--- config.mk ---
export PLATFORM = sky130hd
export DESIGN_NAME = line_xfer_top
export DESIGN_NICKNAME = d
export VERILOG_FILES = /design/src/rtl/line_xfer_pkg.sv /design/src/rtl/axi_burst_rw.sv /design/src/rtl/cache_line_xfer.sv /design/src/rtl/line_req_arbiter.sv /design/src/rtl/line_xfer_top.sv
export VERILOG_INCLUDE_DIRS = /design/src /design/src/include
export SDC_FILE = /design/constraint.sdc
export NUM_CORES = 1
export LEC_CHECK = 0
export BUFFER_PORTS_ARGS = -buffer_cell sky130_fd_sc_hd__buf_2
export CORE_AREA = 2 2 721 723
export DETAILED_ROUTE_END_ITERATION = 7
export DIE_AREA = 0 0 723 725
export PLACE_DENSITY = 0.3
export SETUP_SLACK_MARGIN = 0.5
export SYNTH_ARGS = -nofsm -noshare
export SYNTH_HDL_FRONTEND = slang
export SYNTH_HIERARCHICAL = 1
export SYNTH_SLANG_ARGS = --single-unit
--- constraint.sdc ---
create_clock -name clk -period 38.1 [get_ports clk]
set_clock_uncertainty 0.15 [all_clocks]
set_input_delay 7.62 -clock clk [delete_from_list [all_inputs] [get_ports clk]]
set_output_delay 7.62 -clock clk [all_outputs]
set_load 0.05 [all_outputs]
--- src/include/line_xfer_defines.svh ---
// AXI size and burst type codes used by the line burst engine and memory model
`ifndef LINE_XFER_DEFINES_SVH
`define LINE_XFER_DEFINES_SVH

// size codes, log2 of bytes per beat
`define SIZE_B 3'b000
`define SIZE_H 3'b001
`define SIZE_W 3'b010
`define SIZE_D 3'b011

// burst type codes
`define BURST_FIXED 2'b00
`define BURST_INCR  2'b01
`define BURST_WRAP  2'b10

`endif

--- src/rtl/line_xfer_pkg.sv ---
// Line transfer package
// widths, cache line geometry, requester ids and operation codes
package line_xfer_pkg;

  // byte address width of the cache side
  localparam int unsigned addr_w = 32;

  // one cache line
  localparam int unsigned line_bytes = 64;
  localparam int unsigned line_w = line_bytes * 8;

  // memory bus beat
  localparam int unsigned beat_w = 64;
  localparam int unsigned beats_per_line = line_w / beat_w;

  // byte offset bits inside a line
  localparam int unsigned line_off_w = $clog2(line_bytes);

  // requester index, one bit for two caches
  typedef logic req_id_t;

  localparam req_id_t req_icache = 1'b0;
  localparam req_id_t req_dcache = 1'b1;

  // line operation
  localparam logic op_read  = 1'b0;
  localparam logic op_write = 1'b1;

endpackage

--- src/rtl/axi_burst_rw.sv ---
// AXI line burst engine
// turns one 512-bit line into an eight-beat INCR burst of 64-bit beats,
// read data is collected into a line register
`timescale 1ns/1ns

`include "line_xfer_defines.svh"

module axi_burst_rw #(
  parameter int ADDR_W = line_xfer_pkg::addr_w
) (
  input  logic                              clk,
  input  logic                              rst,
  // line side
  input  logic                              i_line_valid,
  output logic                              o_line_ready,
  input  logic                              i_line_op,
  input  logic [ADDR_W-1:0]                 i_line_addr,
  input  logic [line_xfer_pkg::line_w-1:0]  i_line_wdata,
  output logic [line_xfer_pkg::line_w-1:0]  o_line_rdata,
  // read address
  output logic                              o_ar_valid,
  input  logic                              i_ar_ready,
  output logic [ADDR_W-1:0]                 o_ar_addr,
  output logic [7:0]                        o_ar_len,
  output logic [2:0]                        o_ar_size,
  output logic [1:0]                        o_ar_burst,
  // read data
  input  logic                              i_r_valid,
  output logic                              o_r_ready,
  input  logic [line_xfer_pkg::beat_w-1:0]  i_r_data,
  input  logic                              i_r_last,
  // write address
  output logic                              o_aw_valid,
  input  logic                              i_aw_ready,
  output logic [ADDR_W-1:0]                 o_aw_addr,
  output logic [7:0]                        o_aw_len,
  output logic [2:0]                        o_aw_size,
  output logic [1:0]                        o_aw_burst,
  // write data
  output logic                              o_w_valid,
  input  logic                              i_w_ready,
  output logic [line_xfer_pkg::beat_w-1:0]  o_w_data,
  output logic [line_xfer_pkg::beat_w/8-1:0] o_w_strb,
  output logic                              o_w_last,
  // write response
  input  logic                              i_b_valid,
  output logic                              o_b_ready
);
  import line_xfer_pkg::*;

  localparam int unsigned cnt_w = $clog2(beats_per_line);
  localparam logic [cnt_w-1:0] last_beat = cnt_w'(beats_per_line - 1);

  // fsm states
  localparam logic [2:0] st_idle = 3'd0;
  localparam logic [2:0] st_addr = 3'd1;
  localparam logic [2:0] st_data = 3'd2;
  localparam logic [2:0] st_resp = 3'd3;
  localparam logic [2:0] st_done = 3'd4;

  logic [2:0]       state;
  logic [cnt_w-1:0] beat_cnt;
  logic [line_w-1:0] rd_line;
  logic             is_wr;

  // line inputs stay stable until line_ready, no local copy
  assign is_wr = (i_line_op == op_write);

  always_ff @(posedge clk) begin
    if (rst) begin
      state    <= st_idle;
      beat_cnt <= '0;
    end else begin
      case (state)
        st_idle: begin
          if (i_line_valid) begin
            state    <= st_addr;
            beat_cnt <= '0;
          end
        end
        st_addr: begin
          // ar or aw accepted
          if ((o_ar_valid && i_ar_ready) || (o_aw_valid && i_aw_ready)) begin
            state <= st_data;
          end
        end
        st_data: begin
          if (!is_wr && i_r_valid) begin
            beat_cnt <= beat_cnt + 1'b1;
            if (i_r_last) begin
              state <= st_done;
            end
          end else if (o_w_valid && i_w_ready) begin
            beat_cnt <= beat_cnt + 1'b1;
            if (o_w_last) begin
              state <= st_resp;
            end
          end
        end
        st_resp: begin
          if (i_b_valid) begin
            state <= st_done;
          end
        end
        default: begin
          // st_done, line_ready pulse
          state <= st_idle;
        end
      endcase
    end
  end

  // read beats shift in from the top, beat n ends at bits 64n up
  always_ff @(posedge clk) begin
    if (state == st_data && !is_wr && i_r_valid) begin
      rd_line <= {i_r_data, rd_line[line_w-1:beat_w]};
    end
  end

  assign o_line_rdata = rd_line;
  assign o_line_ready = (state == st_done);

  // read address channel
  assign o_ar_valid = (state == st_addr) & ~is_wr;
  assign o_ar_addr  = i_line_addr;
  assign o_ar_len   = 8'(beats_per_line - 1);
  assign o_ar_size  = `SIZE_D;
  assign o_ar_burst = `BURST_INCR;

  // r ready tied high, stalls come from the slave only
  assign o_r_ready = 1'b1;

  // write address channel
  assign o_aw_valid = (state == st_addr) & is_wr;
  assign o_aw_addr  = i_line_addr;
  assign o_aw_len   = 8'(beats_per_line - 1);
  assign o_aw_size  = `SIZE_D;
  assign o_aw_burst = `BURST_INCR;

  // write beats picked from the held line
  assign o_w_valid = (state == st_data) & is_wr;
  assign o_w_data  = i_line_wdata[beat_cnt*beat_w +: beat_w];
  assign o_w_strb  = '1;
  assign o_w_last  = (beat_cnt == last_beat);

  assign o_b_ready = (state == st_resp);

  // slave marks last on the eighth beat only
  ap_r_last_beat: assert property (@(posedge clk) disable iff (rst)
    i_r_valid && o_r_ready && i_r_last |-> beat_cnt == last_beat);

  // a stalled address keeps valid and payload
  ap_ar_hold: assert property (@(posedge clk) disable iff (rst)
    o_ar_valid && !i_ar_ready |=> o_ar_valid && $stable(o_ar_addr));

endmodule

--- src/rtl/cache_line_xfer.sv ---
// Cache line transfer unit
// starts a line transfer once the request is seen two cycles in a row,
// aligns the address to the line and returns a one-cycle ack
`timescale 1ns/1ns

module cache_line_xfer #(
  parameter int ADDR_W = line_xfer_pkg::addr_w
) (
  input  logic                              clk,
  input  logic                              rst,
  // requester side
  input  logic                              i_req,
  input  logic                              i_op,
  input  logic [ADDR_W-1:0]                 i_addr,
  input  logic [line_xfer_pkg::line_w-1:0]  i_wdata,
  output logic [line_xfer_pkg::line_w-1:0]  o_rdata,
  output logic                              o_ack,
  // burst engine side
  output logic                              o_line_valid,
  input  logic                              i_line_ready,
  output logic                              o_line_op,
  output logic [ADDR_W-1:0]                 o_line_addr,
  output logic [line_xfer_pkg::line_w-1:0]  o_line_wdata,
  input  logic [line_xfer_pkg::line_w-1:0]  i_line_rdata
);
  import line_xfer_pkg::*;

  // request seen last cycle
  logic req_his;
  logic start;
  logic hs;

  // line handshake with the burst engine
  assign hs = o_line_valid & i_line_ready;

  // two-cycle request outside the ack cycle of the previous line
  assign start = i_req & req_his & ~o_ack;

  always_ff @(posedge clk) begin
    if (rst) begin
      req_his      <= 1'b0;
      o_ack        <= 1'b0;
      o_line_valid <= 1'b0;
    end else begin
      req_his <= i_req;
      // ack one cycle after the handshake
      o_ack   <= hs;
      if (hs) begin
        o_line_valid <= 1'b0;
      end else if (start) begin
        o_line_valid <= 1'b1;
      end
    end
  end

  // line aligned start address
  assign o_line_addr = {i_addr[ADDR_W-1:line_off_w], {line_off_w{1'b0}}};

  // op and data pass straight through
  assign o_line_op    = i_op;
  assign o_line_wdata = i_wdata;
  assign o_rdata      = i_line_rdata;

  // valid only drops on a handshake
  ap_valid_hold: assert property (@(posedge clk) disable iff (rst)
    o_line_valid && !i_line_ready |=> o_line_valid);

  // ready pulse only answers a held line
  ap_ready_with_valid: assert property (@(posedge clk) disable iff (rst)
    i_line_ready |-> o_line_valid);

endmodule

--- src/rtl/line_req_arbiter.sv ---
// Line request arbiter
// round-robin pick between icache and dcache line requests,
// holds the grant until ack and routes ack and read data back to the owner
`timescale 1ns/1ns

module line_req_arbiter #(
  parameter int ADDR_W = line_xfer_pkg::addr_w
) (
  input  logic                              clk,
  input  logic                              rst,
  // instruction cache, refill only
  input  logic                              i_ic_req,
  input  logic [ADDR_W-1:0]                 i_ic_addr,
  output logic                              o_ic_ack,
  output logic [line_xfer_pkg::line_w-1:0]  o_ic_rdata,
  // data cache, refill and writeback
  input  logic                              i_dc_req,
  input  logic                              i_dc_op,
  input  logic [ADDR_W-1:0]                 i_dc_addr,
  input  logic [line_xfer_pkg::line_w-1:0]  i_dc_wdata,
  output logic                              o_dc_ack,
  output logic [line_xfer_pkg::line_w-1:0]  o_dc_rdata,
  // toward the transfer unit
  output logic                              o_req,
  output logic                              o_op,
  output logic [ADDR_W-1:0]                 o_addr,
  output logic [line_xfer_pkg::line_w-1:0]  o_wdata,
  input  logic                              i_ack,
  input  logic [line_xfer_pkg::line_w-1:0]  i_rdata
);
  import line_xfer_pkg::*;

  // grant held from pick until ack
  logic    locked;
  // single idle cycle after each ack
  logic    gap;
  // current owner, doubles as the last-served pointer
  req_id_t owner;
  req_id_t pick;

  // both asking, so the one not served last wins
  always_comb begin
    if (i_ic_req && i_dc_req) begin
      pick = ~owner;
    end else if (i_dc_req) begin
      pick = req_dcache;
    end else begin
      pick = req_icache;
    end
  end

  always_ff @(posedge clk) begin
    if (rst) begin
      locked <= 1'b0;
      gap    <= 1'b0;
      // last served = dcache, so icache goes first
      owner  <= req_dcache;
    end else begin
      gap <= 1'b0;
      if (locked) begin
        if (i_ack) begin
          locked <= 1'b0;
          gap    <= 1'b1;
        end
      end else if (!gap && (i_ic_req || i_dc_req)) begin
        locked <= 1'b1;
        owner  <= pick;
      end
    end
  end

  // owner's request toward the transfer unit
  assign o_req   = locked;
  // icache never writes
  assign o_op    = (owner == req_dcache) ? i_dc_op : op_read;
  assign o_addr  = (owner == req_dcache) ? i_dc_addr : i_ic_addr;
  assign o_wdata = (owner == req_dcache) ? i_dc_wdata : '0;

  // ack and data back to the owner only
  assign o_ic_ack   = i_ack & locked & (owner == req_icache);
  assign o_dc_ack   = i_ack & locked & (owner == req_dcache);
  assign o_ic_rdata = (owner == req_icache) ? i_rdata : '0;
  assign o_dc_rdata = (owner == req_dcache) ? i_rdata : '0;

  // at most one cache sees an ack
  ap_ack_excl: assert property (@(posedge clk) disable iff (rst)
    !(o_ic_ack && o_dc_ack));

  // request drops right after ack so the start filter sees a gap
  ap_gap_after_ack: assert property (@(posedge clk) disable iff (rst)
    i_ack |=> !o_req);

endmodule

--- src/rtl/line_xfer_top.sv ---
// Line transfer top level
// arbiter, cache line transfer unit and AXI burst engine in a chain
`timescale 1ns/1ns

module line_xfer_top #(
  parameter int ADDR_W = line_xfer_pkg::addr_w
) (
  input  logic                               clk,
  input  logic                               rst,
  // instruction cache
  input  logic                               i_ic_req,
  input  logic [ADDR_W-1:0]                  i_ic_addr,
  output logic                               o_ic_ack,
  output logic [line_xfer_pkg::line_w-1:0]   o_ic_rdata,
  // data cache
  input  logic                               i_dc_req,
  input  logic                               i_dc_op,
  input  logic [ADDR_W-1:0]                  i_dc_addr,
  input  logic [line_xfer_pkg::line_w-1:0]   i_dc_wdata,
  output logic                               o_dc_ack,
  output logic [line_xfer_pkg::line_w-1:0]   o_dc_rdata,
  // AXI read
  output logic                               o_ar_valid,
  input  logic                               i_ar_ready,
  output logic [ADDR_W-1:0]                  o_ar_addr,
  output logic [7:0]                         o_ar_len,
  output logic [2:0]                         o_ar_size,
  output logic [1:0]                         o_ar_burst,
  input  logic                               i_r_valid,
  output logic                               o_r_ready,
  input  logic [line_xfer_pkg::beat_w-1:0]   i_r_data,
  input  logic                               i_r_last,
  // AXI write
  output logic                               o_aw_valid,
  input  logic                               i_aw_ready,
  output logic [ADDR_W-1:0]                  o_aw_addr,
  output logic [7:0]                         o_aw_len,
  output logic [2:0]                         o_aw_size,
  output logic [1:0]                         o_aw_burst,
  output logic                               o_w_valid,
  input  logic                               i_w_ready,
  output logic [line_xfer_pkg::beat_w-1:0]   o_w_data,
  output logic [line_xfer_pkg::beat_w/8-1:0] o_w_strb,
  output logic                               o_w_last,
  input  logic                               i_b_valid,
  output logic                               o_b_ready
);
  import line_xfer_pkg::*;

  // arbiter to transfer unit
  logic              arb_req;
  logic              arb_op;
  logic [ADDR_W-1:0] arb_addr;
  logic [line_w-1:0] arb_wdata;
  logic              xfer_ack;
  logic [line_w-1:0] xfer_rdata;

  // transfer unit to burst engine
  logic              line_valid;
  logic              line_ready;
  logic              line_op;
  logic [ADDR_W-1:0] line_addr;
  logic [line_w-1:0] line_wdata;
  logic [line_w-1:0] line_rdata;

  line_req_arbiter #(.ADDR_W(ADDR_W)) i_arbiter (
    .clk        (clk),
    .rst        (rst),
    .i_ic_req   (i_ic_req),
    .i_ic_addr  (i_ic_addr),
    .o_ic_ack   (o_ic_ack),
    .o_ic_rdata (o_ic_rdata),
    .i_dc_req   (i_dc_req),
    .i_dc_op    (i_dc_op),
    .i_dc_addr  (i_dc_addr),
    .i_dc_wdata (i_dc_wdata),
    .o_dc_ack   (o_dc_ack),
    .o_dc_rdata (o_dc_rdata),
    .o_req      (arb_req),
    .o_op       (arb_op),
    .o_addr     (arb_addr),
    .o_wdata    (arb_wdata),
    .i_ack      (xfer_ack),
    .i_rdata    (xfer_rdata)
  );

  cache_line_xfer #(.ADDR_W(ADDR_W)) i_xfer (
    .clk          (clk),
    .rst          (rst),
    .i_req        (arb_req),
    .i_op         (arb_op),
    .i_addr       (arb_addr),
    .i_wdata      (arb_wdata),
    .o_rdata      (xfer_rdata),
    .o_ack        (xfer_ack),
    .o_line_valid (line_valid),
    .i_line_ready (line_ready),
    .o_line_op    (line_op),
    .o_line_addr  (line_addr),
    .o_line_wdata (line_wdata),
    .i_line_rdata (line_rdata)
  );

  axi_burst_rw #(.ADDR_W(ADDR_W)) i_burst (
    .clk          (clk),
    .rst          (rst),
    .i_line_valid (line_valid),
    .o_line_ready (line_ready),
    .i_line_op    (line_op),
    .i_line_addr  (line_addr),
    .i_line_wdata (line_wdata),
    .o_line_rdata (line_rdata),
    .o_ar_valid   (o_ar_valid),
    .i_ar_ready   (i_ar_ready),
    .o_ar_addr    (o_ar_addr),
    .o_ar_len     (o_ar_len),
    .o_ar_size    (o_ar_size),
    .o_ar_burst   (o_ar_burst),
    .i_r_valid    (i_r_valid),
    .o_r_ready    (o_r_ready),
    .i_r_data     (i_r_data),
    .i_r_last     (i_r_last),
    .o_aw_valid   (o_aw_valid),
    .i_aw_ready   (i_aw_ready),
    .o_aw_addr    (o_aw_addr),
    .o_aw_len     (o_aw_len),
    .o_aw_size    (o_aw_size),
    .o_aw_burst   (o_aw_burst),
    .o_w_valid    (o_w_valid),
    .i_w_ready    (i_w_ready),
    .o_w_data     (o_w_data),
    .o_w_strb     (o_w_strb),
    .o_w_last     (o_w_last),
    .i_b_valid    (i_b_valid),
    .o_b_ready    (o_b_ready)
  );

endmodule

==> results of run 1 <==
[sequential cells by signal, summed over array words and instances (netlist names)]
register and count:
i_arbiter/gap 1, i_arbiter/o_req 1, i_arbiter/owner 1, i_burst/beat_cnt 3, i_burst/o_line_rdata 512, i_burst/state 3
i_xfer/o_ack 1, i_xfer/o_line_valid 1, i_xfer/req_his 1
[metrics by stage]
stage	power, W	setup slack, ns
after floorplan	0.001481	17.25
after global placement	0.001742	20.97
after detailed placement	0.001738	21.01
after global routing	0.002550	20.95
after CTS	0.002513	20.96
final	0.002451	21.05
[layer usage]
layer | share of wire, % | global-route usage, % | up-vias
li1 | - | - | 12090
met3 | 8.4 | 3.900 | 447
met1 | 45 | 16.84 | 15070
met4 | 2.7 | 2.679 | 16
met2 | 44 | 19.36 | 1721
met5 | 0.029 | 0 | -
[power breakdown]
part | switching (W) | total [W] | leakage, nW | internal (W)
Combinational | 0.000711 | 0.000918 | 12.9 | 0.000207
Clock | 0.000313 | 0.000743 | 1.20 | 0.000430
Sequential | 0.0000917 | 0.000791 | 4.73 | 0.000699
Total | 0.00112 | 0.00245 | 18.9 | 0.00134
[cell type report]
| cell class | instances | area, um2 | area share, % |
|---|---|---|---|
| Timing Repair Buffer | 1825 | 9284 | 18.49 |
| Multi-Input combinational cell | 1851 | 14030 | 27.95 |
| Clock buffer | 93 | 2051 | 4.084 |
| Tap cell | 6916 | 8653 | 17.23 |
| Clock inverter | 40 | 397.9 | 0.7924 |
| Sequential cell | 524 | 15630 | 31.13 |
| Inverter | 3 | 11.26 | 0.02243 |
| Antenna cell | 60 | 150.1 | 0.2990 |
[worst max path at each step]
stage,start,end,slack (ns),cells after the start
6_report,i_dc_wdata[327],o_w_data[7],21.05,5
5_1_grt,i_dc_op,o_w_valid,20.95,4
4_1_cts,i_dc_op,o_w_valid,20.96,4
3_5_place_dp,i_dc_op,o_w_valid,21.01,4
3_3_place_gp,i_dc_op,o_w_valid,20.97,4
2_1_floorplan,i_dc_op,i_burst/o_line_rdata[0],17.25,4
==> reports/metrics.yaml, run 1 <==
post_cts_buffers: 0
crit_chain: "buf_2, and2_1, mux4_2, mux2_2, buf_2"
path_delay_family: "multiplexers"
mostFrequentLayoutCells: "buf_2, and2_1, nor2b_1"
die_area_um2: 524200
worstSetupPathType: "primary input to output port"
place_inst: 11120
clock-sinks: 524
rrSetupSlack_ns: 33.06
tightest_slew_ns: 1.295
firstDrtPassIters: 6
hold_depth: 0
num_rows: 264
ant_nets: 0
wirelength_um: 343500
crit_top_cell: "buf_2"
hpwl_um: 301700
hold_path_end: "i_burst/o_line_rdata[127]"
yosysWarnings: 6
period_needed_ns: 17.05
core_um2: 516000
port_buffers: 1785
fin_cells: 11310
p_per_area_nw_per_um2: 48.82
regToRegEndpoint: "i_burst/o_line_rdata[508]"
cts_hold_buffers: 0
avgRoutedWirePerCell_um: 30.36
clk_latency_ns: 0.82
drc: 0
fin_crit_sh_pct: 44.76
status: "finished, final reports clean"
cts_resized: 0
p_leak_nw: 18.86
syn_to_final_growth_pct: 27.97
grt_max_degree: 233
reg2reg_depth: 7
cts-root-buf: "clkbuf_16"
drv_slew: 0
cp_max_fo: 1
cts.clk_slew.worst_paths_ns: 0.07
crit_slowest_cell: "mux4_2"
path_buf_inv: 2
synth_cells: 3707
fin_util_pct: 9.731
setup_viol: 0
finalHoldViolCount: 0
drtIter0Drc: 2239
worst_slew_margin_rel_pct: 13.48
fmax_mhz: 58.64
layout_commonest_cell: "buf_2"
fin_setup_tns_ns: 0
place_area_um2: 47610
synth.avg_cell_area_um2: 10.58
antenna_found_initial: 262
crit_required_ns: 30.33
final_area_um2: 50210
hold_path.startpoint: "i_burst/o_line_rdata[191]"
clk_path_buf_depth: 4
via_count: 29350
whs_ns: 0.3050
start_kind: "primary input"
nets: 4937
grt_pass1_vias: 28820
hold_class: "flip-flop to flip-flop"
cts-buffers-inserted: 79
die_w_um: 723
cts_tree: "yes"
syn_area_um2: 39240
overflow: 0
drive_gt1_share_pct: 49.79
max_stage_delay_ns: 0.56
die_h_um: 725
critPathArrivalTime_ns: 9.28
ios: 1845
htreeDepth: 3
gp_congestion: 1.036
ir_drop_mv: 0.03091
grt_pass1_wl_um: 408800
grt_util_all_layers_pct: 12.48
r2r-start: "i_arbiter/owner"
n_fill_cell: 60160
rsz0062_at_grt: "false"
viasPerCell: 2.594
end_kind: "output port"
start_util_pct: 7.604
drv_cap: 0
Note: power is estimated with default switching activity, not from simulation.
==> run 2: changes to the inputs <==
- clock period: 38.1 -> 17.35 ns (I/O delays scaled with it)
==> run 2 against run 1 <==
Net effect: non-clock buffer count down 4; global-route usage down 0.16 points; setup slack worse by 13 ns; hold slack worse by 0.0053 ns; via count down 0.26%; utilization about the same; die area unchanged; sequential share of layout area up 0.074 points; first-iteration DRC count down 8.0%; critical path type is now flip-flop to output port; critical endpoint is now o_w_data[21]; largest cell class unchanged.
==> reports/metrics.yaml, run 2 (synthesis gave the netlist of run 1 again) <==
status: "finished, final reports clean"
cts-root-buf: "clkbuf_16"
seq_power_share_pct: 32.4  # about the same
core_um2: 516000  # unchanged
grt_max_degree: 208  # -11%
drtIter0Drc: 2060  # -8.0%
rsz0062_at_grt: "false"
die_area_um2: 524200  # unchanged
n_fill_cell: 60200  # +0.065%
gp_congestion: 1.041  # +0.41%
nets: 4934  # -0.061%
mostFrequentLayoutCells: "buf_2, and2_1, nor2b_1"
htreeDepth: 3  # unchanged
ios: 1845  # unchanged
wirelength_um: 339400  # -1.2%
via_count: 29270  # -0.26%
die_w_um: 723  # unchanged
switching_power_w: 0.002455  # +120%
syn_to_final_growth_pct: 27.67
fin_crit_sh_pct: 51.92
cp_max_fo: 39  # +38
num_rows: 264  # unchanged
cts_tree: "yes"
hold_class: "flip-flop to flip-flop"
fmax_mhz: 111.0
clk_path_buf_depth: 4  # unchanged
largest_reg_flops: 512  # unchanged
tightest_slew_ns: 1.340  # +0.04450 ns
setup_viol: 0  # unchanged
firstDrtPassIters: 5  # -1
finalHoldViolCount: 0  # unchanged
clock-sinks: 524  # unchanged
crit_required_ns: 13.73  # -16.60 ns
max_stage_delay_ns: 0.79  # +0.23 ns
period_needed_ns: 9.008
die_h_um: 725  # unchanged
drc: 0  # unchanged
avgRoutedWirePerCell_um: 30.06  # -0.99%
worstSetupPathType: "flip-flop to output port"
cts.clk_slew.worst_paths_ns: 0.06  # about the same
antenna_found_initial: 254  # -3.1%
start_util_pct: 7.604  # unchanged
viasPerCell: 2.592  # about the same
overflow: 0  # unchanged
cts_resized: 0  # unchanged
critPathArrivalTime_ns: 5.39  # -3.89 ns
grt_pass1_wl_um: 404400  # -1.1%
drive_gt1_share_pct: 49.69  # -0.10 points
crit_chain: "buf_4, buf_4, buf_4, mux4_2, mux2_2, buf_2"
p_leak_nw: 18.82  # -0.19%
drv_slew: 0  # unchanged
layout_commonest_cell: "buf_2"
combinationalPowerShare_pct: 37.7  # +0.3 points
end_kind: "output port"
clk_latency_ns: 0.84  # +0.02 ns
post_cts_buffers: 0  # unchanged
grt_pass1_vias: 28600  # -0.75%
start_kind: "flip-flop"
hpwl_um: 298500  # -1.0%
cts-buffers-inserted: 80  # +1.3%
fin_util_pct: 9.708  # -0.023 points
crit_top_cell: "buf_4"
drv_cap: 0  # unchanged
worst_slew_margin_rel_pct: 10.50  # -3.0 points
port_buffers: 1785  # unchanged
crit_slowest_cell: "buf_4"
ant_nets: 0  # unchanged
fin_setup_tns_ns: 0  # unchanged
pwr-share-clk_pct: 29.9  # -0.4 points
ir_drop_mv: 0.06358  # +110%
switching_share_pct: 45.89  # +0.39 points
p_int_w: 0.002894  # +120%
grt_util_all_layers_pct: 12.32  # -0.16 points
power_w: 0.005349  # +120%
p_per_area_nw_per_um2: 106.8  # +120%
cts_hold_buffers: 0  # unchanged
## run 2: cell types whose count changed in the layout (fill, tap and decap cells not counted)
cell       previous run  this run
inv_6                 5         3
nor2b_2               1         0
nor2b_1             513       514
buf_4                36        32
inv_16                0         1
bufinv_16             7         4
diode_2              60        37
clkinv_1             14        18
clkinv_4              2         7
## run 2: worst max-delay path: cells and delay by family, from the launching register on
family                 cells  cell delay, ns
buffers and inverters      4            2.51
flip-flops                 1            0.73
multiplexers               2            1.15
## run 2: area by class of cell
cell class	instances	area [um2]	share of cell area, %
well taps	6916	8653	17.28
clock buffers	93	2051	4.094
repair buffers	1821	9254	18.47
diodes	37	92.59	0.1848
clock inverters	45	369.1	0.7369
multi-input cells	1851	14030	28.01
inverters	3	11.26	0.02248
flip-flops and latches	524	15630	31.20
## run 2: worst paths after layout
kind	startpoint	endpoint	slack [ns]	cells after the start
worst max-delay path	i_burst/beat_cnt[0]	o_w_data[21]	8.34	6
worst min-delay path	i_burst/o_line_rdata[270]	i_burst/o_line_rdata[206]	0.30	0
worst max register to register	i_arbiter/owner	i_burst/o_line_rdata[438]	11.82	8
worst min register to register	i_burst/o_line_rdata[270]	i_burst/o_line_rdata[206]	0.30	0
## run 2: power by group through the flow
stage	sequential [W]	combinational [W]	clock [W]
floorplan	0.00167	0.00158	0
global placement	0.00177	0.00205	0
detailed placement	0.00177	0.00204	0
CTS	0.00174	0.00205	0.00168
global route	0.00175	0.00210	0.00171
finish	0.00174	0.00201	0.00160
## run 2: per-layer routing
metal / up-vias / GRT usage, % / share of wire, %
li1: 12060 / - / -
met1: 15020 / 16.91 / 46
met2: 1741 / 19.01 / 44
met3: 438 / 3.516 / 7.8
met4: 12 / 2.679 / 2.8
met5: - / 0 / 0.025
## run 2: per-stage QoR
step                      worst slack, ns  instance area [um2]  hold WS [ns]  std cells
after global placement              8.540                47580        0.2979      11120
after global routing                7.838                50010        0.3083      11260
after floorplan                    0.6469                39380        0.2777       3745
after detailed placement            8.552                47580        0.2993      11120
final                               8.342                50090        0.2997      11290
after CTS                           8.058                50000        0.3124      11250
